`config.mk`:
```
export PLATFORM = sky130hd
export DESIGN_NAME = tcache
export DESIGN_NICKNAME = d
export VERILOG_FILES = /design/src/hdl/tlb_types_pkg.sv /design/src/hdl/tlb_ctrl_pkg.sv /design/src/hdl/tcache.sv
export VERILOG_INCLUDE_DIRS = /design/src /design/src/include
export SDC_FILE = /design/constraint.sdc
export NUM_CORES = 1
export LEC_CHECK = 0
export BUFFER_PORTS_ARGS = -buffer_cell sky130_fd_sc_hd__buf_4
export CAP_MARGIN = 10
export CORE_MARGIN = 5
export CORE_UTILIZATION = 54
export DETAILED_ROUTE_END_ITERATION = 8
export GPL_TIMING_DRIVEN = 0
export PLACE_DENSITY = 0.84
export SLEW_MARGIN = 25
export SYNTH_ARGS = -nofsm -noshare
export SYNTH_HDL_FRONTEND = slang
export SYNTH_SLANG_ARGS = --single-unit
```
`constraint.sdc`:
```
create_clock -name clk -period 6.58 [get_ports clk]
set_clock_uncertainty 0.1 [all_clocks]
set_input_delay 0.329 -clock clk [delete_from_list [all_inputs] [get_ports clk]]
set_output_delay 0.329 -clock clk [all_outputs]
set_load 0.02 [all_outputs]
```
`src/include/tlb_cfg.svh`:
```
`ifndef TLB_CFG_SVH
`define TLB_CFG_SVH

// main TLB geometry
`define TLB_ENTRIES 16
`define TLB_IDX_W 4

// per-port translation cache
`define TCACHE_ENTRIES 2

// page size codes
`define PS_4K 12
`define PS_2M 21

`endif

```
`src/hdl/tlb_types_pkg.sv`:
```
`default_nettype none

`include "tlb_cfg.svh"

package tlb_types_pkg;

    typedef logic [18:0] vppn_t;
    typedef logic [9:0] asid_t;
    typedef logic [19:0] ppn_t;
    typedef logic [5:0] ps_t;
    typedef logic [1:0] plv_t;
    typedef logic [1:0] mat_t;
    typedef logic [`TLB_IDX_W-1:0] tlb_idx_t;

    // one entry maps an even/odd page pair
    typedef struct packed {
        vppn_t vppn;
        ps_t   ps;
        logic  g;
        asid_t asid;
        logic  e;
        ppn_t  ppn0;
        plv_t  plv0;
        mat_t  mat0;
        logic  d0;
        logic  v0;
        ppn_t  ppn1;
        plv_t  plv1;
        mat_t  mat1;
        logic  d1;
        logic  v1;
    } tlb_entry_t;

    typedef struct packed {
        logic     found;
        tlb_idx_t index;
        ppn_t     ppn;
        ps_t      ps;
        plv_t     plv;
        mat_t     mat;
        logic     d;
        logic     v;
    } tlb_result_t;

    // 2M pages ignore the low 9 vppn bits
    function automatic logic vppn_match(tlb_entry_t ent, vppn_t vppn);
        if (ent.ps == `PS_2M) begin
            return ent.vppn[18:9] == vppn[18:9];
        end
        return ent.vppn == vppn;
    endfunction

    function automatic logic entry_match(tlb_entry_t ent, vppn_t vppn, asid_t asid);
        return ent.e && (ent.g || ent.asid == asid) && vppn_match(ent, vppn);
    endfunction

    // pick the even or odd half of a matched pair
    function automatic tlb_result_t select_page(tlb_entry_t ent, logic va_bit12,
                                                logic vppn_bit8, logic found,
                                                tlb_idx_t index);
        tlb_result_t res;
        logic even;
        even = (ent.ps == `PS_4K && !va_bit12) || (ent.ps == `PS_2M && !vppn_bit8);
        res.found = found;
        res.index = index;
        res.ps = ent.ps;
        res.ppn = even ? ent.ppn0 : ent.ppn1;
        res.plv = even ? ent.plv0 : ent.plv1;
        res.mat = even ? ent.mat0 : ent.mat1;
        res.d = even ? ent.d0 : ent.d1;
        res.v = even ? ent.v0 : ent.v1;
        return res;
    endfunction

endpackage

`default_nettype wire

```
`src/hdl/tlb_ctrl_pkg.sv`:
```
`default_nettype none

`include "tlb_cfg.svh"

package tlb_ctrl_pkg;

    typedef enum logic [1:0] {
        PORT_CACHE,
        PORT_L2_LOOKUP,
        PORT_L2_FETCH,
        PORT_REFILL
    } port_state_e;

    // invtlb op field as in the ISA
    typedef enum logic [4:0] {
        INV_ALL_0     = 5'd0,
        INV_ALL_1     = 5'd1,
        INV_G         = 5'd2,
        INV_NG        = 5'd3,
        INV_ASID      = 5'd4,
        INV_ASID_VA   = 5'd5,
        INV_G_ASID_VA = 5'd6
    } invtlb_op_e;

    typedef struct packed {
        logic                 valid;
        invtlb_op_e           op;
        tlb_types_pkg::asid_t asid;
        logic [31:0]          va;
    } invtlb_req_t;

    typedef struct packed {
        logic                      we;
        logic [`TLB_IDX_W-1:0]     index;
        tlb_types_pkg::tlb_entry_t entry;
    } tlb_write_t;

    typedef struct packed {
        logic                      valid;
        tlb_types_pkg::tlb_idx_t   index;
        tlb_types_pkg::tlb_entry_t entry;
    } tlb_refill_t;

endpackage

`default_nettype wire

```
`src/hdl/tcache.sv`:
```
`timescale 1ns/1ps
`default_nettype none

`include "tlb_cfg.svh"

module tcache (
    input  logic                        clk,
    input  logic                        reset,
    input  tlb_types_pkg::vppn_t        vppn,
    input  logic                        va_bit12,
    input  tlb_types_pkg::asid_t        asid,
    input  logic                        flush,
    input  tlb_ctrl_pkg::tlb_refill_t   refill,
    output tlb_types_pkg::tlb_result_t  result
);

    localparam int PTR_W = (`TCACHE_ENTRIES > 1) ? $clog2(`TCACHE_ENTRIES) : 1;

    tlb_types_pkg::tlb_entry_t slot_entry [`TCACHE_ENTRIES];
    tlb_types_pkg::tlb_idx_t slot_index [`TCACHE_ENTRIES];
    logic [`TCACHE_ENTRIES-1:0] slot_valid;
    logic [PTR_W-1:0] rr_ptr;

    logic hit;
    logic [PTR_W-1:0] hit_slot;

    always_comb begin
        hit = 1'b0;
        hit_slot = '0;
        for (int i = `TCACHE_ENTRIES - 1; i >= 0; i--) begin
            if (slot_valid[i] && tlb_types_pkg::entry_match(slot_entry[i], vppn, asid)) begin
                hit = 1'b1;
                hit_slot = PTR_W'(i);
            end
        end
    end

    assign result = tlb_types_pkg::select_page(slot_entry[hit_slot], va_bit12, vppn[8],
                                               hit, slot_index[hit_slot]);

    always_ff @(posedge clk) begin
        if (reset) begin
            slot_valid <= '0;
            rr_ptr <= '0;
        end else if (flush) begin
            // write or invtlb may have changed any cached entry
            slot_valid <= '0;
        end else if (refill.valid) begin
            slot_valid[rr_ptr] <= 1'b1;
            rr_ptr <= (rr_ptr == PTR_W'(`TCACHE_ENTRIES - 1)) ? '0 : rr_ptr + 1'b1;
        end
    end

    // payload only, qualified by slot_valid
    always_ff @(posedge clk) begin
        if (refill.valid) begin
            slot_entry[rr_ptr] <= refill.entry;
            slot_index[rr_ptr] <= refill.index;
        end
    end

endmodule

`default_nettype wire

```
* Yosys cells after proc, flatten, opt, wreduce, memory -nomap -nowiden
Memories as Yosys holds them, arrays and structs flattened.
Cells that the tools add are included.
** Operators by class
- Add/subtract/negate cells :: 1
- $lt $le $gt $ge :: 2
- Multiplexer cells :: 19
- Shift operators :: 0
- $mul :: 0
- Bitwise operators :: 2
- Reduce and logical (&&, ||, !) cells :: 16
- Equality and inequality tests :: 10
- Divide/modulo/power cells :: 0
** Operators with widths (count)
- equality test 10 bit :: 4
- equality test 19 bit :: 2
- two-way mux 20 bit :: 1
- equality test 6 x 5 -> 1 bit, second input constant :: 3
- two-way mux 1 bit :: 15
- logical AND 1 bit :: 9
- equality test 6 x 4 -> 1 bit, second input constant :: 1
- two-way mux 2 bit :: 2
- logical OR 1 bit :: 3
- logical NOT 1 bit :: 2
- less-than comparator 1 x 2 -> 1 bit, second input constant :: 1
- bitwise OR 2 bit :: 1
- AND reduction 2 bit :: 1
- OR reduction 2 bit :: 1
- adder 1 bit, second input constant :: 1
- demux 1 bit (select 1 bit) :: 1
- >= comparator 1 bit, second input constant :: 1
- inverter 1 bit :: 1
** Word-level totals
- Output and inout bits :: 37
- Memories :: 2
- Bits in writable memories :: 186
- Latch bits :: 0
- Memory bits (read-only) :: 0
- Bits in registers :: 3
- Input bits :: 127
- Word-level logic and storage cells :: 54
** Memory list
- slot_entry :: words 2, bits a word 89, rd ports 3, clocked after Yosys merged registers in 0, write ports 1, line tcache.sv:19 : tlb_types_pkg::tlb_entry_t slot_entry [`TCACHE_ENTRIES];
- slot_index :: words 2, bits a word 4, rd ports 1, clocked after Yosys merged registers in 0, write ports 1, line tcache.sv:20 : tlb_types_pkg::tlb_idx_t slot_index [`TCACHE_ENTRIES];

* Longest topological paths before layout
An unclocked memory read counts as a cell.
- Depth after elaboration :: 12
- Gate-level depth with buffers :: 11

* Worst setup path before layout
Ideal clock, no wire load.
- Kind :: reg2reg
- Start point :: register rr_ptr
- End point :: memory slot_entry[0][0] in the netlist's numbering, enable pin
- Slack :: 1.442 ns
- Path buffers :: 0
- Arrival time :: 4.480 ns
- Cell stages (with the launch flop) :: 2
- Data required time :: 5.922 ns
- Library setup time :: 0.558 ns
- Path through :: dfxtp_1 nor2b_1
** RTL lines
- start, declared :: line tcache.sv:22 : logic [PTR_W-1:0] rr_ptr;
- start signal, assigned :: line tcache.sv:50 : rr_ptr <= (rr_ptr == PTR_W'(`TCACHE_ENTRIES - 1)) ? '0 : rr_ptr + 1'b1;
- end, declared :: line tcache.sv:19
Straight into the memory's write port.

==> results.txt <==
Final max-slew violation count - 0
Final #Nets - 817
Post-synthesis mux area share - 11.8%
Peak supply drop - 0.188 mV
Synthesized Nets - 535
Most common cell after layout, fill and taps aside - edfxtp_1
Gpl congestion - 0.820
First-pass iteration count of the detailed router - 5
Post-synthesis xor/xnor area fraction - 6.85%
Post-CTS setup buffer count - 0
Initial Utilization - 54.8%
Number of synthesized flops with an enable pin - 186
Clk root buf - clkbuf_16
IO Port Bufs - 163
Largest net degree at the start of global routing - 50
CTS tree - yes
H-tree depth - 4
Max frequency - 0.259 GHz
Post-cts sizing count - 0
DR top layer - met4
Slew margin rel. - 55.6%
Post-DR wirelength/cell - 18.8 µm
Wire length of the first global-routing pass - 25,500 µm
#FFs+latches synth - 189
GR Util All Layers - 20.6%
CTS buffer count - 17
Drt total wl - 16,600 µm
Max clock buf depth - 2
Total vias in the final route - 4,558
Worst EP arrival - 3.44 ns
P&R area growth vs syn - 41.5%
Worst EP required - 6.15 ns
Leading area contributor after synthesis - edfxtp_1
Type of origin of the critical path - register
Die Y - 128 µm
Most frequent cells in the layout - edfxtp_1, buf_4, dlygate4sd3_1, mux2i_1, xor2_1
Clock Sinks - 189
Switching share of power - 22.1%
Post-synthesis adder-cell area fraction - 0%
Initial DRC Count - 258
Post-synth top area share - 74.0%
Asr flop ratio synth - 0%
GRT Residual Overflow - 0
Simple-Gate Fraction of Synth Area - 4.19%
Register share of total power - 52.1%
Pleak - 4.05 nW
Post-synthesis sequential area ratio - 74.8%
Combinational share of power - 10.2%
Setup violators final - 0
Post-synthesis cell count - 408
DRC - 0
Clock-pin slew on the worst setup and hold paths - 0.07 ns
Sw power - 0.000602 W
Syn_area_per_cell - 18.5 µm²
Core area - 13,800 µm²
Maxcap violations - 0
Worst hold path class - in -> reg
Critical path class - reg -> out
Synth warnings - 0
Metal2 WL - 8890 µm
Vias per cell - 5.16
Final antenna-violating net count - 0
Final hold vios - 0
Hold Buf Count CTS - 95
Routed metal-1 wirelength - 6340 µm
Crit. End Element - output port
Row count - 43
Compound-Gate Fraction of Synth Area - 0.895%
Layout cells sized above 1 - 31.7%
PD cells - 255 nW/µm²
Met3 routed WL - 899 µm
Synth area leaders - edfxtp_1, mux2i_1, xor2_1, nor4_1, mux2_2
Fin crit period - 3.87 ns
DP HPWL - 10,700 µm
Clock share of power - 37.7%
Die area - 16,400 µm²
# IOs - 164
Worst Max-Slew Pin Slew - 0.666 ns
CP max FO - 10
Internal power - 0.00212 W
Initial antenna violation count - 1
Mapped cell area - 7550 µm²
Vias in the first global route - 4,972
Library cells used by synthesis - 34
Die width - 128 µm
Period utilisation layout - 58.8%
Flop2flop setup slack - 4.75 ns
Largest family of logic cells by synthesized area - multiplexers
Setup TNS - 0 ns
Primary FF master, synth - edfxtp_1
Clock latency on the worst-skew pair - 0.42 ns
RSZ-0062 raised after global routing - false
Status - completed
Power, Total - 0.00272 W
==> routing by layer <==
| layer | track usage (%) | vias up |
|---|---|---|
| met5 | 0 | - |
| met2 | 36.9 | 156 |
| met3 | 4.67 | 40 |
| met1 | 23.7 | 2204 |
| li1 | - | 2158 |
| met4 | 8.68 | 0 |
==> cells by family after synthesis <==
logic type,after synthesis
xor+xnor,59
simple gates,53
buf+inv,11
mux,88
compound gates,8
flops,189
==> cell usage after synthesis (3+ instances only) <==
| cell | n |
|---|---|
| mux2_2 | 6 |
| nor4_1 | 15 |
| edfxtp_1 | 186 |
| nor2_1 | 5 |
| buf_6 | 3 |
| nor3_1 | 10 |
| dfxtp_1 | 3 |
| nor2b_1 | 4 |
| xor2_1 | 54 |
| xnor2_1 | 5 |
| nand3_1 | 3 |
| mux2i_1 | 78 |
| mux2_1 | 4 |
| buf_2 | 3 |
| nand2_1 | 3 |
==> path summary, 6_finish.rpt <==
path	from	to	cells past startpoint
worst max-delay path	slot_entry[1][78]	result[30]	11
worst min register to register	slot_valid[1]	slot_valid[1]	2
worst max register to register	rr_ptr	slot_entry[1][50]	2
worst min-delay path	refill[93]	rr_ptr	4
==> cell type report <==
class / instances / area, µm²
sequential: 189 / 5650
tap: 180 / 225
clock buffer: 17 / 425
multi-input combinational: 208 / 1800
timing repair buffer: 263 / 2290
antenna: 1 / 2.50
buffer: 11 / 108
fill: 759 / 3090
clock inverter: 15 / 183
==> through the flow <==
step | cell area (µm²) | worst slack (ns) | hold slack, ns | instances | utilization, %
6_report | 10700 | 2.71 | 0.271 | 884 | 77.6
2_1_floorplan | 7550 | 1.44 | 0.301 | 408 | -
3_3_place_gp | 9000 | -0.605 | 0.385 | 751 | 65.3
3_5_place_dp | 9120 | 3.05 | 0.396 | 756 | 66.2
4_1_cts | 10700 | 2.67 | 0.198 | 883 | 77.5
5_1_grt | 10700 | 2.33 | 0.294 | 884 | 77.6
==> registers in the layout (all words and copies together) (netlist names) <==
signal	count
slot_entry	178
slot_index	8
slot_valid	2
rr_ptr	1
==> worst max-delay path, cell delays in order (launching register included) <==
cell and delay, ns:
edfxtp_1 0.39, xor2_1 0.18, nor4_1 0.35, a31oi_1 0.21, nor3_1 0.32, a211oi_2 0.13, o41ai_1 0.39, buf_4 0.28
buf_6 0.21, mux2i_1 0.25, mux2i_1 0.12, buf_4 0.18
==> power groups by stage <==
stage / Sequential (W) / Clock, W / Combinational (W)
floorplan: 0.00144 / 0 / 0.0000960
global placement: 0.00145 / 0 / 0.000207
detailed placement: 0.00144 / 0 / 0.000228
CTS: 0.00142 / 0.00104 / 0.000276
global route: 0.00142 / 0.00110 / 0.000298
finish: 0.00142 / 0.00103 / 0.000278
No activity file was read; power rests on OpenSTA's default activity.
