`src/include/tlb_cfg.svh`:
```
`ifndef TLB_CFG_SVH
`define TLB_CFG_SVH

// main TLB geometry
`define TLB_ENTRIES 16
`define TLB_IDX_W 4

// per-port translation cache
`define TCACHE_ENTRIES 2

// page size codes
`define PS_4K 12
`define PS_2M 21

`endif

```
`src/hdl/tlb_types_pkg.sv`:
```
`default_nettype none

`include "tlb_cfg.svh"

package tlb_types_pkg;

    typedef logic [18:0] vppn_t;
    typedef logic [9:0] asid_t;
    typedef logic [19:0] ppn_t;
    typedef logic [5:0] ps_t;
    typedef logic [1:0] plv_t;
    typedef logic [1:0] mat_t;
    typedef logic [`TLB_IDX_W-1:0] tlb_idx_t;

    // one entry maps an even/odd page pair
    typedef struct packed {
        vppn_t vppn;
        ps_t   ps;
        logic  g;
        asid_t asid;
        logic  e;
        ppn_t  ppn0;
        plv_t  plv0;
        mat_t  mat0;
        logic  d0;
        logic  v0;
        ppn_t  ppn1;
        plv_t  plv1;
        mat_t  mat1;
        logic  d1;
        logic  v1;
    } tlb_entry_t;

    typedef struct packed {
        logic     found;
        tlb_idx_t index;
        ppn_t     ppn;
        ps_t      ps;
        plv_t     plv;
        mat_t     mat;
        logic     d;
        logic     v;
    } tlb_result_t;

    // 2M pages ignore the low 9 vppn bits
    function automatic logic vppn_match(tlb_entry_t ent, vppn_t vppn);
        if (ent.ps == `PS_2M) begin
            return ent.vppn[18:9] == vppn[18:9];
        end
        return ent.vppn == vppn;
    endfunction

    function automatic logic entry_match(tlb_entry_t ent, vppn_t vppn, asid_t asid);
        return ent.e && (ent.g || ent.asid == asid) && vppn_match(ent, vppn);
    endfunction

    // pick the even or odd half of a matched pair
    function automatic tlb_result_t select_page(tlb_entry_t ent, logic va_bit12,
                                                logic vppn_bit8, logic found,
                                                tlb_idx_t index);
        tlb_result_t res;
        logic even;
        even = (ent.ps == `PS_4K && !va_bit12) || (ent.ps == `PS_2M && !vppn_bit8);
        res.found = found;
        res.index = index;
        res.ps = ent.ps;
        res.ppn = even ? ent.ppn0 : ent.ppn1;
        res.plv = even ? ent.plv0 : ent.plv1;
        res.mat = even ? ent.mat0 : ent.mat1;
        res.d = even ? ent.d0 : ent.d1;
        res.v = even ? ent.v0 : ent.v1;
        return res;
    endfunction

endpackage

`default_nettype wire

```
`src/hdl/tlb_ctrl_pkg.sv`:
```
`default_nettype none

`include "tlb_cfg.svh"

package tlb_ctrl_pkg;

    typedef enum logic [1:0] {
        PORT_CACHE,
        PORT_L2_LOOKUP,
        PORT_L2_FETCH,
        PORT_REFILL
    } port_state_e;

    // invtlb op field as in the ISA
    typedef enum logic [4:0] {
        INV_ALL_0     = 5'd0,
        INV_ALL_1     = 5'd1,
        INV_G         = 5'd2,
        INV_NG        = 5'd3,
        INV_ASID      = 5'd4,
        INV_ASID_VA   = 5'd5,
        INV_G_ASID_VA = 5'd6
    } invtlb_op_e;

    typedef struct packed {
        logic                 valid;
        invtlb_op_e           op;
        tlb_types_pkg::asid_t asid;
        logic [31:0]          va;
    } invtlb_req_t;

    typedef struct packed {
        logic                      we;
        logic [`TLB_IDX_W-1:0]     index;
        tlb_types_pkg::tlb_entry_t entry;
    } tlb_write_t;

    typedef struct packed {
        logic                      valid;
        tlb_types_pkg::tlb_idx_t   index;
        tlb_types_pkg::tlb_entry_t entry;
    } tlb_refill_t;

endpackage

`default_nettype wire

```
`src/hdl/tlb_port_ctrl.sv`:
```
`timescale 1ns/1ps
`default_nettype none

module tlb_port_ctrl (
    input  logic                        clk,
    input  logic                        reset,
    input  tlb_types_pkg::vppn_t        vppn,
    input  logic                        va_bit12,
    input  tlb_types_pkg::asid_t        asid,
    input  logic                        valid,
    input  tlb_types_pkg::tlb_result_t  tc_result,
    input  logic                        l2_found,
    input  tlb_types_pkg::tlb_idx_t     l2_index,
    input  tlb_types_pkg::tlb_entry_t   l2_entry,
    output tlb_types_pkg::vppn_t        l2_vppn,
    output tlb_types_pkg::asid_t        l2_asid,
    output tlb_types_pkg::tlb_result_t  result,
    output logic                        ok,
    output tlb_ctrl_pkg::tlb_refill_t   refill
);

    tlb_ctrl_pkg::port_state_e state;

    // lookup registers, frozen while the main TLB is busy
    tlb_types_pkg::vppn_t vppn_q;
    tlb_types_pkg::asid_t asid_q;
    logic va_bit12_q;

    logic buf_valid;
    tlb_types_pkg::tlb_idx_t buf_index;
    tlb_types_pkg::tlb_entry_t buf_entry;

    tlb_types_pkg::tlb_result_t l2_result;

    always_ff @(posedge clk) begin
        if (reset) begin
            state <= tlb_ctrl_pkg::PORT_CACHE;
        end else begin
            case (state)
                tlb_ctrl_pkg::PORT_CACHE: begin
                    if (valid && !tc_result.found) begin
                        state <= tlb_ctrl_pkg::PORT_L2_LOOKUP;
                    end
                end
                tlb_ctrl_pkg::PORT_L2_LOOKUP: begin
                    state <= valid ? tlb_ctrl_pkg::PORT_L2_FETCH : tlb_ctrl_pkg::PORT_CACHE;
                end
                tlb_ctrl_pkg::PORT_L2_FETCH: begin
                    state <= valid ? tlb_ctrl_pkg::PORT_REFILL : tlb_ctrl_pkg::PORT_CACHE;
                end
                default: begin
                    state <= tlb_ctrl_pkg::PORT_CACHE;
                end
            endcase
        end
    end

    always_ff @(posedge clk) begin
        if (state == tlb_ctrl_pkg::PORT_CACHE) begin
            vppn_q <= vppn;
            asid_q <= asid;
            va_bit12_q <= va_bit12;
        end
    end

    // refill buffer loaded at the end of the fetch cycle
    always_ff @(posedge clk) begin
        if (reset) begin
            buf_valid <= 1'b0;
        end else begin
            buf_valid <= state == tlb_ctrl_pkg::PORT_L2_FETCH && valid && l2_found;
        end
    end

    always_ff @(posedge clk) begin
        if (state == tlb_ctrl_pkg::PORT_L2_FETCH) begin
            buf_index <= l2_index;
            buf_entry <= l2_entry;
        end
    end

    assign l2_vppn = vppn_q;
    assign l2_asid = asid_q;

    assign l2_result = tlb_types_pkg::select_page(l2_entry, va_bit12_q, vppn_q[8],
                                                  l2_found, l2_index);

    assign result = (state == tlb_ctrl_pkg::PORT_CACHE) ? tc_result : l2_result;
    assign ok = (state == tlb_ctrl_pkg::PORT_CACHE && valid && tc_result.found)
                || state == tlb_ctrl_pkg::PORT_REFILL;

    assign refill.valid = buf_valid && state == tlb_ctrl_pkg::PORT_REFILL;
    assign refill.index = buf_index;
    assign refill.entry = buf_entry;

endmodule

`default_nettype wire

```
`config.mk`:
```
export PLATFORM = sky130hd
export DESIGN_NAME = tlb_port_ctrl
export DESIGN_NICKNAME = d
export VERILOG_FILES = /design/src/hdl/tlb_types_pkg.sv /design/src/hdl/tlb_ctrl_pkg.sv /design/src/hdl/tlb_port_ctrl.sv
export VERILOG_INCLUDE_DIRS = /design/src /design/src/include
export SDC_FILE = /design/constraint.sdc
export NUM_CORES = 1
export LEC_CHECK = 0
export BUFFER_PORTS_ARGS = -buffer_cell sky130_fd_sc_hd__buf_2
export CAP_MARGIN = 10
export CORE_AREA = 3 3 127 129
export DETAILED_ROUTE_END_ITERATION = 8
export DIE_AREA = 0 0 130 132
export HOLD_SLACK_MARGIN = 0.02
export SLEW_MARGIN = 15
export SYNTH_ARGS = -nofsm -noshare
export SYNTH_HDL_FRONTEND = slang
export SYNTH_SLANG_ARGS = --single-unit
```
`constraint.sdc`:
```
create_clock -name clk -period 6.7 [get_ports clk]
set_input_delay 1.34 -clock clk [delete_from_list [all_inputs] [get_ports clk]]
set_output_delay 1.34 -clock clk [all_outputs]
set_load 0.01 [all_outputs]
```
## Word level (Yosys, flattened, before mapping)

Cells that the tools add are included.

| storage, ports and cells | value |
|---|---|
| output and inout port bits | 161 |
| register bits | 126 |
| word-level logic and storage cells | 51 |
| input port bits | 164 |

| operators by class | value |
|---|---|
| reductions and logical operators | 14 |
| muxes and demuxes | 10 |
| equality and inequality tests | 6 |

Operators by type and width:

| operator | count |
|---|---|
| two-way mux 37 bit | 1 |
| two-way mux 20 bit | 1 |
| two-way mux 2 bit | 5 |
| logical AND 1 bit | 8 |
| equality test 6 x 4 -> 1 bit, second input constant | 1 |
| equality test 6 x 5 -> 1 bit, second input constant | 1 |
| case mux 2 bit (3 select lines) | 1 |
| equality test 2 bit, second input constant | 2 |
| zero test 1 bit | 3 |
| equality test 2 x 1 -> 1 bit, second input constant | 1 |
| zero test 2 bit | 1 |
| logical OR 1 bit | 2 |
| two-way mux 1 bit | 2 |
| != test 2 bit, second input constant | 1 |

## Logic depth before layout (Yosys ltp)

| logic depth | value |
|---|---|
| depth in word-level cells | 5 |
| gate-level depth with buffers | 6 |
| gate-level depth less buffers | 4 |

## Worst setup path before layout

No wires, ideal clock.

| timing | value |
|---|---|
| kind | reg-to-reg |
| start | register state[1] |
| end | register buf_index[0], enable pin |
| arrival | 4.539 ns |
| setup time | 0.557 ns |
| path buffers | 0 |
| path slack | 1.604 ns |
| clock period less this slack | 5.096 ns |
| required time | 6.143 ns |
| cell stages (with the launch flop) | 2 |
| path through | dfxtp_1 > nor2b_1 |

| on the way | value |
|---|---|
| longest elaborated chain between the ends | 1 |

RTL lines:

| element | line | source |
|---|---|---|
| start: declaration | tlb_port_ctrl.sv:22 | `tlb_ctrl_pkg::port_state_e state;` |
| start signal: assignment | tlb_port_ctrl.sv:37 | `state <= tlb_ctrl_pkg::PORT_CACHE;` |
| start signal: assignment | tlb_port_ctrl.sv:42 | `state <= tlb_ctrl_pkg::PORT_L2_LOOKUP;` |
| start signal: assignment | tlb_port_ctrl.sv:46 | `state <= valid ? tlb_ctrl_pkg::PORT_L2_FETCH : tlb_ctrl_pkg::PORT_CACHE;` |
| equality test 2 bit | tlb_port_ctrl.sv:76 | `if (state == tlb_ctrl_pkg::PORT_L2_FETCH) begin` |
| end signal: assignment | tlb_port_ctrl.sv:77 | `buf_index <= l2_index;` |
| end: declaration | tlb_port_ctrl.sv:30 | `tlb_types_pkg::tlb_idx_t buf_index;` |

Every way passes these cells.
A chain may end at the register's enable or synchronous reset.

==> results.json <==
{
  "worstHoldEndpoint": "state[1]",
  "num-nets-final": 791,
  "cts_buffers": 17,
  "synth_top_cell_area_share": 0.811,
  "fmax_mhz": 215,
  "clk_tree_root_cell": "sky130_fd_sc_hd__clkbuf_16",
  "layout.filler_cells": 1428,
  "drv_cap": 0,
  "hp-start": "state[1]",
  "yosys_register_bits": 126,
  "finalWorstSetupSlack_ns": 2.04,
  "cell_pwr_density_nw_per_um2": 277,
  "num_rows": 45,
  "route.vias.total": 3724,
  "routedWlPerCell_microns": 16.6,
  "cts_tree": "done",
  "setup_total_negative_slack_ns": 0,
  "hpwl_mm": 10.7,
  "first_global_vias": 3741,
  "yosysWarningCount": 0,
  "initialDrtViolationCount": 134,
  "routed_via_density": 4.50,
  "timing.critical_path.to_type": "output port",
  "portBuffers": 324,
  "crit-reg2reg-launch": "state[0]",
  "hold_path_depth": 2,
  "post-route-period-util": 0.695,
  "rr_worst_depth": 3,
  "grt_start_max_net_pins": 71,
  "total_i_o_pin_count": 325,
  "clk-insertion-delay-late_ns": 0.41,
  "outcome": "completed",
  "syn-cell-area_sq_um": 4550,
  "worstMarginPinSlew_ns": 1.06,
  "drt-total-wl_mm": 13.7,
  "power.ir.vdd_worst_uv": 145,
  "cts.repair.resized": 0,
  "yosysUniqueCellTypes": 23,
  "critPathRequiredTime_ns": 5.36,
  "cts.sinks": 126,
  "cts-root-to-sink-buffers": 2,
  "drc": 0,
  "fp.dieH_microns": 132,
  "relSlewSlack": 0.292,
  "average_size_of_a_mapped_cell_sq_um": 15.5,
  "placed_cell_area_sq_um": 6350,
  "critPathMaxFanout": 26,
  "synth-seq-area-share": 0.824,
  "critical_path_arrival_ns": 3.32,
  "period_minus_slack_ns": 4.66,
  "setup_viol_count_final": 0,
  "cts_hold_buffers": 0,
  "hold_class": "reg -> reg",
  "crit_type": "in -> out",
  "core_sq_um": 15100,
  "drtPass1Iterations": 4,
  "areaGrowthSynthToFinish_pct": 51.5,
  "place.gp.congestion": 0.801,
  "finalMaxSlewViolations": 0,
  "die-area_sq_um": 17200,
  "antenna_left": 0,
  "grt_util_all_layers": 0.156,
  "initial_utilization": 0.301,
  "synth.area.top_cells": "sky130_fd_sc_hd__edfxtp_1 81%, sky130_fd_sc_hd__a21oi_1 5.3%, sky130_fd_sc_hd__nand2_1 5.1%",
  "clk_pin_slew_worst_paths_ns": 0.05,
  "overflow": 0,
  "leakage_nw": 3.12,
  "die-width_microns": 130,
  "cp-start-kind": "primary input",
  "wire_length_of_the_first_global_routing_pass_mm": 20.3,
  "preCtsSetupSlack_ns": 2.00,
  "num_antenna_cells": 0,
  "layout.cell_area.non_filler_sq_um": 6900,
  "capture_instance_of_the_worst_register_to_register_path": "l2_asid[1]",
  "finClkSkew_ns": 0.0101,
  "timing_hold_violations_final": 0,
  "layout-drive-gt1-share": 0.567,
  "post_cts_repair_setup_buffers": 0,
  "net_count_after_synthesis": 458,
  "cts-htree-levels": 4,
  "ff2ff_setup_slack_ns": 4.34,
  "antenna_found_initial": 0,
  "grt_setup_unrepaired": "false",
  "synth_top_area_cell": "sky130_fd_sc_hd__edfxtp_1",
  "layout.core_utilization": 0.456,
  "post_synth_inst_count": 294
}
[final cells by class]
cell class	count	area (sq um)	area share
clock buffers	17	425	0.0616
flip-flops and latches	126	3750	0.544
multi-input cells	154	718	0.104
inverters	1	3.75	0.000544
repair buffers	327	1640	0.238
clock inverters	14	121	0.0176
well taps	188	235	0.0341
[worst max-delay path, cell delays in order]
cell                      delay, ns
sky130_fd_sc_hd__buf_2         0.11
sky130_fd_sc_hd__nor3b_1       0.36
sky130_fd_sc_hd__o21a_1        0.90
sky130_fd_sc_hd__a21oi_1       0.17
sky130_fd_sc_hd__a21oi_1       0.26
sky130_fd_sc_hd__buf_2         0.18
[per-stage QoR]
step | power (mW) | std cells | hold WS (ns)
3_5_place_dp | 1.09 | 796 | 0.571
2_1_floorplan | 0.986 | 294 | 0.511
4_1_cts | 1.94 | 827 | 0.578
5_1_grt | 1.99 | 827 | 0.592
3_3_place_gp | 1.09 | 796 | 0.557
6_report | 1.91 | 827 | 0.577
[cell families after synthesis]
group	after synthesis	share of synthesized area
flip-flops	126	0.824
AO/OA/AOI/OAI	53	0.0610
XOR/XNOR	1	0.00192
AND/OR/NAND/NOR	100	0.0931
buffers and inverters	14	0.0198
[sequential cells by signal, summed over array words and instances, names as in the netlist]
signal,cells
refill,89
va_bit12_q,1
state,2
l2_asid,10
buf_index,4
l2_vppn,19
buf_valid,1
[cell usage after synthesis (all sizes together)]
library cell	number
or2	1
edfxtp	123
nand2	62
a31oi	2
nor2b	3
clkbuf	2
nand2b	1
o21a	1
xnor2	1
nor4b	1
nor3	1
buf	11
nor2	28
and3	1
inv	1
and4bb	1
dfxtp	3
o21ai	1
a21oi	48
nor3b	1
a22o	1
[routing by layer]
metal  track usage  up-vias  part of all wire
met5             0        -                 0
met4        0.0433        0             0.013
met3        0.0640       16              0.10
met2         0.271      214              0.51
met1         0.176     1753              0.38
li1              -     1741                 -
[worst max-delay path by stage]
stage	from	endpoint
after detailed placement	l2_entry[65]	result[2]
after floorplan	state[1]	buf_index[0]
after CTS	l2_entry[65]	result[2]
after global placement	l2_entry[65]	result[2]
final	l2_entry[65]	result[2]
after global routing	l2_entry[65]	result[1]
[power by group]
group          leakage, nW  internal, mW  switching (mW)
logic                 1.69        0.0774          0.0973
clock network        0.255         0.505           0.332
registers             1.18         0.893         0.00635
total                 3.12          1.48           0.435
[layout by cell type, fill, tap and decap left out, drive strengths merged]
cell / Yosys / layout
buf: 11 / 327
edfxtp: 123 / 123
nand2: 62 / 62
a21oi: 48 / 48
nor2: 28 / 28
clkbuf: 2 / 17
clkinv: 0 / 7
clkinvlp: 0 / 5
dfxtp: 3 / 3
nor2b: 3 / 3
a31oi: 2 / 2
inv: 1 / 2
or2: 1 / 1
and4bb: 1 / 1
nor4b: 1 / 1
nor3b: 1 / 1
o21ai: 1 / 1
o21a: 1 / 1
a22o: 1 / 1
and3: 1 / 1
nand2b: 1 / 1
nor3: 1 / 1
xnor2: 1 / 1
bufinv: 0 / 1
(Power assumes the default switching activity.)
