--- src/include/tlb_cfg.svh ---
`ifndef TLB_CFG_SVH
`define TLB_CFG_SVH

// main TLB geometry
`define TLB_ENTRIES 16
`define TLB_IDX_W 4

// per-port translation cache
`define TCACHE_ENTRIES 2

// page size codes
`define PS_4K 12
`define PS_2M 21

`endif

--- src/hdl/tlb_types_pkg.sv ---
`default_nettype none

`include "tlb_cfg.svh"

package tlb_types_pkg;

    typedef logic [18:0] vppn_t;
    typedef logic [9:0] asid_t;
    typedef logic [19:0] ppn_t;
    typedef logic [5:0] ps_t;
    typedef logic [1:0] plv_t;
    typedef logic [1:0] mat_t;
    typedef logic [`TLB_IDX_W-1:0] tlb_idx_t;

    // one entry maps an even/odd page pair
    typedef struct packed {
        vppn_t vppn;
        ps_t   ps;
        logic  g;
        asid_t asid;
        logic  e;
        ppn_t  ppn0;
        plv_t  plv0;
        mat_t  mat0;
        logic  d0;
        logic  v0;
        ppn_t  ppn1;
        plv_t  plv1;
        mat_t  mat1;
        logic  d1;
        logic  v1;
    } tlb_entry_t;

    typedef struct packed {
        logic     found;
        tlb_idx_t index;
        ppn_t     ppn;
        ps_t      ps;
        plv_t     plv;
        mat_t     mat;
        logic     d;
        logic     v;
    } tlb_result_t;

    // 2M pages ignore the low 9 vppn bits
    function automatic logic vppn_match(tlb_entry_t ent, vppn_t vppn);
        if (ent.ps == `PS_2M) begin
            return ent.vppn[18:9] == vppn[18:9];
        end
        return ent.vppn == vppn;
    endfunction

    function automatic logic entry_match(tlb_entry_t ent, vppn_t vppn, asid_t asid);
        return ent.e && (ent.g || ent.asid == asid) && vppn_match(ent, vppn);
    endfunction

    // pick the even or odd half of a matched pair
    function automatic tlb_result_t select_page(tlb_entry_t ent, logic va_bit12,
                                                logic vppn_bit8, logic found,
                                                tlb_idx_t index);
        tlb_result_t res;
        logic even;
        even = (ent.ps == `PS_4K && !va_bit12) || (ent.ps == `PS_2M && !vppn_bit8);
        res.found = found;
        res.index = index;
        res.ps = ent.ps;
        res.ppn = even ? ent.ppn0 : ent.ppn1;
        res.plv = even ? ent.plv0 : ent.plv1;
        res.mat = even ? ent.mat0 : ent.mat1;
        res.d = even ? ent.d0 : ent.d1;
        res.v = even ? ent.v0 : ent.v1;
        return res;
    endfunction

endpackage

`default_nettype wire

--- src/hdl/tlb_ctrl_pkg.sv ---
`default_nettype none

`include "tlb_cfg.svh"

package tlb_ctrl_pkg;

    typedef enum logic [1:0] {
        PORT_CACHE,
        PORT_L2_LOOKUP,
        PORT_L2_FETCH,
        PORT_REFILL
    } port_state_e;

    // invtlb op field as in the ISA
    typedef enum logic [4:0] {
        INV_ALL_0     = 5'd0,
        INV_ALL_1     = 5'd1,
        INV_G         = 5'd2,
        INV_NG        = 5'd3,
        INV_ASID      = 5'd4,
        INV_ASID_VA   = 5'd5,
        INV_G_ASID_VA = 5'd6
    } invtlb_op_e;

    typedef struct packed {
        logic                 valid;
        invtlb_op_e           op;
        tlb_types_pkg::asid_t asid;
        logic [31:0]          va;
    } invtlb_req_t;

    typedef struct packed {
        logic                      we;
        logic [`TLB_IDX_W-1:0]     index;
        tlb_types_pkg::tlb_entry_t entry;
    } tlb_write_t;

    typedef struct packed {
        logic                      valid;
        tlb_types_pkg::tlb_idx_t   index;
        tlb_types_pkg::tlb_entry_t entry;
    } tlb_refill_t;

endpackage

`default_nettype wire

--- src/hdl/tlb_main.sv ---
`timescale 1ns/1ps
`default_nettype none

`include "tlb_cfg.svh"

module tlb_main (
    input  logic                       clk,
    input  logic                       reset,

    input  tlb_types_pkg::vppn_t       s0_vppn,
    input  tlb_types_pkg::asid_t       s0_asid,
    output logic                       s0_found,
    output tlb_types_pkg::tlb_idx_t    s0_index,
    output tlb_types_pkg::tlb_entry_t  s0_entry,

    input  tlb_types_pkg::vppn_t       s1_vppn,
    input  tlb_types_pkg::asid_t       s1_asid,
    output logic                       s1_found,
    output tlb_types_pkg::tlb_idx_t    s1_index,
    output tlb_types_pkg::tlb_entry_t  s1_entry,

    input  tlb_ctrl_pkg::invtlb_req_t  invtlb,
    input  tlb_ctrl_pkg::tlb_write_t   wr,
    input  tlb_types_pkg::tlb_idx_t    r_index,
    output tlb_types_pkg::tlb_entry_t  r_entry
);

    tlb_types_pkg::tlb_entry_t entries [`TLB_ENTRIES];
    logic [`TLB_ENTRIES-1:0] inv_mask;

    // lowest matching index wins
    always_comb begin
        s0_found = 1'b0;
        s0_index = '0;
        s1_found = 1'b0;
        s1_index = '0;
        for (int i = `TLB_ENTRIES - 1; i >= 0; i--) begin
            if (tlb_types_pkg::entry_match(entries[i], s0_vppn, s0_asid)) begin
                s0_found = 1'b1;
                s0_index = tlb_types_pkg::tlb_idx_t'(i);
            end
            if (tlb_types_pkg::entry_match(entries[i], s1_vppn, s1_asid)) begin
                s1_found = 1'b1;
                s1_index = tlb_types_pkg::tlb_idx_t'(i);
            end
        end
    end

    assign s0_entry = entries[s0_index];
    assign s1_entry = entries[s1_index];
    assign r_entry = entries[r_index];

    // entries to drop for the current invtlb op
    always_comb begin
        for (int i = 0; i < `TLB_ENTRIES; i++) begin
            case (invtlb.op)
                tlb_ctrl_pkg::INV_ALL_0,
                tlb_ctrl_pkg::INV_ALL_1: inv_mask[i] = 1'b1;
                tlb_ctrl_pkg::INV_G:     inv_mask[i] = entries[i].g;
                tlb_ctrl_pkg::INV_NG:    inv_mask[i] = !entries[i].g;
                tlb_ctrl_pkg::INV_ASID:
                    inv_mask[i] = !entries[i].g && entries[i].asid == invtlb.asid;
                tlb_ctrl_pkg::INV_ASID_VA:
                    inv_mask[i] = !entries[i].g && entries[i].asid == invtlb.asid
                                  && tlb_types_pkg::vppn_match(entries[i], invtlb.va[31:13]);
                tlb_ctrl_pkg::INV_G_ASID_VA:
                    inv_mask[i] = (entries[i].g || entries[i].asid == invtlb.asid)
                                  && tlb_types_pkg::vppn_match(entries[i], invtlb.va[31:13]);
                default: inv_mask[i] = 1'b0;
            endcase
        end
    end

    always_ff @(posedge clk) begin
        if (reset) begin
            for (int i = 0; i < `TLB_ENTRIES; i++) begin
                entries[i].e <= 1'b0;
            end
        end else begin
            if (invtlb.valid) begin
                for (int i = 0; i < `TLB_ENTRIES; i++) begin
                    if (inv_mask[i]) begin
                        entries[i].e <= 1'b0;
                    end
                end
            end
            // a write in the same cycle wins over the invalidate
            if (wr.we) begin
                entries[wr.index] <= wr.entry;
            end
        end
    end

endmodule

`default_nettype wire

--- config.mk ---
export PLATFORM = sky130hd
export DESIGN_NAME = tlb_main
export DESIGN_NICKNAME = d
export VERILOG_FILES = /design/src/hdl/tlb_types_pkg.sv /design/src/hdl/tlb_ctrl_pkg.sv /design/src/hdl/tlb_main.sv
export VERILOG_INCLUDE_DIRS = /design/src /design/src/include
export SDC_FILE = /design/constraint.sdc
export NUM_CORES = 2
export LEC_CHECK = 0
export BUFFER_PORTS_ARGS = -buffer_cell sky130_fd_sc_hd__buf_4
export CAP_MARGIN = 20
export CORE_MARGIN = 1
export CORE_UTILIZATION = 53
export CTS_CLUSTER_DIAMETER = 200
export DETAILED_ROUTE_END_ITERATION = 10
export GPL_TIMING_DRIVEN = 0
export MAX_ROUTING_LAYER = met4
export PLACE_DENSITY_LB_ADDON = 0.3
export SYNTH_ARGS = -nofsm -noshare
export SYNTH_HDL_FRONTEND = slang
export SYNTH_SLANG_ARGS = --single-unit
--- constraint.sdc ---
create_clock -name clk -period 18.4 [get_ports clk]
set_input_delay 3.68 -clock clk [delete_from_list [all_inputs] [get_ports clk]]
set_output_delay 3.68 -clock clk [all_outputs]
set_load 0.01 [all_outputs]
# --- Word level (Yosys, flattened, before mapping) ---
# Memories as Yosys holds them, arrays and structs flattened.
# Cells that the tools add are included.
totals:
  ram_bits: 1424
  register_bits: 0
  mem_count: 1
  out_inout_bits: 277
  in_bits: 206
  elab_cells: 718
memory_table:
  columns: ["memory", "depth", "word_bits", "rd", "rd_clocked_by_memory_dff", "write_ports", "line", "text"]
  rows:
  - ["entries", 16, 89, 19, 0, 17, "tlb_main.sv:28", "tlb_types_pkg::tlb_entry_t entries [`TLB_ENTRIES];"]
op_classes:
  n_reduce_logical: 178
  bitwise: 16
  muxes: 357
  eq_ne: 166
ops:
  columns: ["op", "count"]
  rows:
  - ["$eq A10 B10 Y1", 96]
  - ["$eq A19 B19 Y1", 48]
  - ["$mux W1", 309]
  - ["$mux W4", 32]
  - ["$logic_and A1 B1 Y1", 112]
  - ["$eq A6 B5 Y1 const B", 16]
  - ["$pmux W1 S6", 16]
  - ["$logic_or A1 B1 Y1", 48]
  - ["$logic_not A1 Y1", 16]
  - ["$or A1 B1 Y1", 16]
  - ["$eq A5 B3 Y1 const B", 3]
  - ["$eq A5 B2 Y1 const B", 2]
  - ["$eq A5 B1 Y1 const B", 1]
  - ["$logic_not A5 Y1", 1]
  - ["$reduce_or A2 Y1", 1]

# --- Longest topological paths before layout ---
# An unclocked memory read counts as a cell.
logic_depth:
  depth_word: 22
  mapped_depth: 17
  mapped_depth_nobuf: 12

# --- Least setup slack after synthesis ---
# Ideal clock, no wire load.
synth_path:
  kind: "input port to flip-flop"
  startpoint: "in reset"
  endpoint: "mem entries[0][52] in the netlist's numbering, data pin"
  path_buffers: 1
  setup_ns: 0.176
  slack_ns: 7.308
  cell_stages: 5
  arrival_time_ns: 10.915
  required_ns: 18.224
  cell_sequence: "clkbuf_1 -> nand2b_1 -> or3_1 -> nor3_1 -> and2_1"
synth_lines:
  columns: ["item", "line", "text"]
  rows:
  - ["from (decl)", "tlb_main.sv:8", "input logic reset,"]
  - ["to (decl)", "tlb_main.sv:28", null]

==> flow_metrics.tcl <==
set metrics [dict create \
    result_of_the_run "finished, final reports clean" \
    crit_chain "clkbuf_1, buf_2, xnor2_1, nand4_1, nor3_1, o211ai_1, nand2b_1, a311o_1, a21oi_1, buf_4, buf_2, clkbuf_1, mux2i_1, nor2_1, a21oi_1, nand3_1, buf_4" \
    cts_repair_resize_count 0 \
    gp_congestion 1.12 \
    power_density_nw_per_um2 68.2 \
    worst_hold_slack_ns 1.26 \
    reg2reg_setup_slack_ns 14.28 \
    layout-drive-gt1-share_pct 20.8 \
    largest_delay_share_family_worst_path "buffers and inverters" \
    parity_gate_share_of_the_synthesized_area_counting_xor_and_xnor_cells_pct 12.6 \
    critical_path.n_buffers_inverters 6 \
    maxCapViolCount 0 \
    final_max_slew_viol_count 0 \
    biggest_fanout_along_the_worst_timing_path 11 \
    drt_first_iter_violations 15600 \
    routed_wirelength_um 526000 \
    antenna_found_initial 52 \
    grt_remaining_overflow 0 \
    critical_path.endpoint_type "output pin" \
    cp.arrival_ns 11.31 \
    synthSimpleGateAreaFrac_pct 6.86 \
    largest-register "entries" \
    htreeDepth 4 \
    worstSetupPathDepth 17 \
    dr.pass1.iters 10 \
    cts_root_buffer "sky130_fd_sc_hd__clkbuf_16" \
    async_reset_ff_share_pct 0 \
    achievable-frequency_mhz 66.7 \
    multi_input_logic_area_um2 50900 \
    hold_viol 0 \
    layout_common_cells "1424 x sky130_fd_sc_hd__edfxtp_1, 1308 x sky130_fd_sc_hd__mux2i_1, 705 x sky130_fd_sc_hd__xnor2_1" \
    reg_top3 "entries (1424)" \
    grt_first_pass_wirelength_um 695000 \
    timing.slew.headroom_pct 9.86 \
    layout.core_utilization_pct 61.4 \
    cp_slowest_stage_delay_ns 0.98 \
    most_common_cell_after_layout_fill_and_taps_aside "sky130_fd_sc_hd__edfxtp_1" \
    postCtsHoldBufs 0 \
    avgRoutedWirePerCell_um 46.2 \
    synth_ff_type "sky130_fd_sc_hd__edfxtp_1" \
    area_used_by_sequential_logic_in_the_layout_um2 42800 \
    synth.ff_latch_count 1424 \
    setup_viol 0 \
    synth_sequential_area_ratio_pct 43.6 \
    place.detailed.hpwl_um 385000 \
    critical_path.reg2reg.endpoint "entries[13][52]$_SDFFCE_PN0P_" \
    post_cts_buffers 0 \
    final_net_count 8926 \
    area_growth_syn_to_fin_pct 14.7 \
    clock_tree_from_tritoncts "done" \
    crit_type "input port to output pin" \
    largest_register_ff_count 1424 \
    start_util_pct 53.5 \
    reg2regPathDepth 9 \
    hold_path_startpoint "entries[9][63]$_DFFE_PP_" \
    floorplan.die.width_um 432 \
    period_share_pct 81.5 \
    cts_buffers 154 \
    clkTransAtPathRegs_ns 0.06 \
    grt_max_degree 25 \
    hold_path_class "register to register" \
    mappedNetlistNets 8194 \
    postSynthCellCount 7988 \
    syn_area_per_cell_um2 12.3 \
    worst_setup_path_startpoint "s1_vppn[11]" \
    syn_area_um2 98200 \
    hold_path_end "entries[9][52]$_SDFFCE_PN0P_" \
    cpMaxStageDelayCell "sky130_fd_sc_hd__clkbuf_1" \
    timing_worst_slew_pin_value_ns 1.35 \
    route.antenna.remaining_nets 0 \
    clock-skew-final_ns 0.101 \
    port-buffer-count 376 \
    synth_cell_type_count 71 \
    floorplan.die.height_um 432 \
    ys_warn_count 0 \
    grt_usage_pct 56.8 \
    timing.hold.worst_path_depth 4 \
    post-layout-total-power_uw 7680 \
    synth_largest_area_cell "sky130_fd_sc_hd__edfxtp_1" \
    setup.worst_path.start_class "input port" \
    clk-insertion-delay-late_ns 0.91 \
    rsz_0062_raised_after_global_routing "false" \
    io-pin-count 483 \
    final.fill_count 14000 \
    dieArea_um2 187000 \
    vias 85200 \
    fin_crit_ns 14.99 \
    r2r-start "entries[13][77]$_DFFE_PP_" \
    vias_in_the_first_global_route 81500 \
    ir_worst_vdd_mv 0.0864 \
    yosys.area.top_type_share_pct 43.6 \
    remaining_drc_errors 0 \
    dominant_combinational_cell_family_by_area_after_synthesis "multiplexers" \
    fraction_of_synthesized_area_in_multiplexers_pct 26.0 \
    synth_compound_area_share_pct 6.28 \
    synth_enable_flop_cells 1424 \
    vias_per_cell 7.48 \
    post_synth_fa_ha_maj_area_fraction_pct 0 \
    cts_sinks 1424 \
    ctsLongestPathBuffers 3 \
    coreArea_um2 183000 \
    critical_path_rt_ns 14.72 \
    placementRows 157 \
    power.leakage_uw 0.0457 \
    post_synth_main_area_contributors "sky130_fd_sc_hd__edfxtp_1 44%, sky130_fd_sc_hd__mux2i_1 13%, sky130_fd_sc_hd__mux4_2 10%, sky130_fd_sc_hd__xnor2_1 6.3%, sky130_fd_sc_hd__xor2_1 6.3%" \
]
## synthesized netlist by cell type (6+ instances only)
master,count
sky130_fd_sc_hd__a2111oi_0,8
sky130_fd_sc_hd__a2111oi_2,88
sky130_fd_sc_hd__a211o_1,21
sky130_fd_sc_hd__a21oi_1,116
sky130_fd_sc_hd__a22oi_1,8
sky130_fd_sc_hd__a31oi_1,28
sky130_fd_sc_hd__a41oi_1,32
sky130_fd_sc_hd__and2_1,19
sky130_fd_sc_hd__and3_1,7
sky130_fd_sc_hd__and4_1,16
sky130_fd_sc_hd__buf_1,210
sky130_fd_sc_hd__buf_2,220
sky130_fd_sc_hd__buf_4,42
sky130_fd_sc_hd__buf_6,19
sky130_fd_sc_hd__clkbuf_1,559
sky130_fd_sc_hd__clkbuf_2,30
sky130_fd_sc_hd__edfxtp_1,1424
sky130_fd_sc_hd__inv_1,7
sky130_fd_sc_hd__mux2_1,56
sky130_fd_sc_hd__mux2_2,39
sky130_fd_sc_hd__mux2_4,86
sky130_fd_sc_hd__mux2i_1,1308
sky130_fd_sc_hd__mux4_2,445
sky130_fd_sc_hd__nand2_1,225
sky130_fd_sc_hd__nand2b_1,14
sky130_fd_sc_hd__nand3_1,168
sky130_fd_sc_hd__nand3b_1,11
sky130_fd_sc_hd__nand4_1,167
sky130_fd_sc_hd__nand4bb_1,12
sky130_fd_sc_hd__nor2_1,348
sky130_fd_sc_hd__nor3_1,105
sky130_fd_sc_hd__nor3b_1,17
sky130_fd_sc_hd__nor4_1,151
sky130_fd_sc_hd__o21ai_0,18
sky130_fd_sc_hd__o22a_1,90
sky130_fd_sc_hd__o22ai_1,344
sky130_fd_sc_hd__o41ai_1,6
sky130_fd_sc_hd__or2_2,6
sky130_fd_sc_hd__or3_1,31
sky130_fd_sc_hd__or4_1,13
sky130_fd_sc_hd__xnor2_1,705
sky130_fd_sc_hd__xor2_1,704
## where the power goes
group	internal (uW)	total, uW	switching (uW)
combinational	331	890	560
clock	1700	3150	1450
sequential	3610	3640	30.2
total	5640	7680	2040
## through the flow
stage               std cells  setup TNS, ns  cell area [um^2]  setup WS (ns)
CTS                     11300              0            112000           4.34
finish                  11400              0            113000           3.41
detailed placement      11000              0            107000           4.43
global placement        10800        -353.16            104000          -1.41
global route            11400              0            113000           3.91
floorplan                7988              0             98200           7.31
## per-layer routing
| metal | routed length (um) | up-vias | track usage [%] |
|---|---|---|---|
| li1 | - | 31800 | - |
| met1 | 171000 | 41200 | 63.5 |
| met2 | 215000 | 9291 | 78.1 |
| met3 | 79900 | 2974 | 24.0 |
| met4 | 59400 | 0 | 48.3 |
| met5 | 0 | - | - |
## layout make-up
cell class	instances	share of cell area [%]
Tap cell	2464	2.74
Timing Repair Buffer	576	5.30
Inverter	8	0.0267
Antenna cell	91	0.202
Clock inverter	95	0.873
Clock buffer	179	3.53
Buffer	1080	4.18
Multi-Input combinational cell	5476	45.2
Sequential cell	1424	38.0
## tightest hold or removal path, stage by stage, from the launching register on
cell and delay (ns):
sky130_fd_sc_hd__edfxtp_1 0.55, sky130_fd_sc_hd__xnor2_1 0.12, sky130_fd_sc_hd__a21oi_1 0.13, sky130_fd_sc_hd__a211oi_1 0.07
sky130_fd_sc_hd__o21ai_0 0.23
## how the worst max path moves through the flow
stage,to,slack (ns)
finish,s1_entry[53],3.41
global route,s1_entry[53],3.91
CTS,s1_entry[43],4.34
global placement,entries[3][52]$_SDFFCE_PN0P_,-1.41
floorplan,entries[0][52]$_SDFFCE_PN0P_,7.31
detailed placement,s1_entry[86],4.43
## cell families (layout without fill, tap and decap cells)
group	after synthesis	in the layout
compound gates	807	807
xor+xnor	1409	1409
buf+inv	1088	1938
flops	1424	1424
mux	1934	1934
other cells	0	91
simple gates	1326	1326
(Power assumes the default switching activity.)
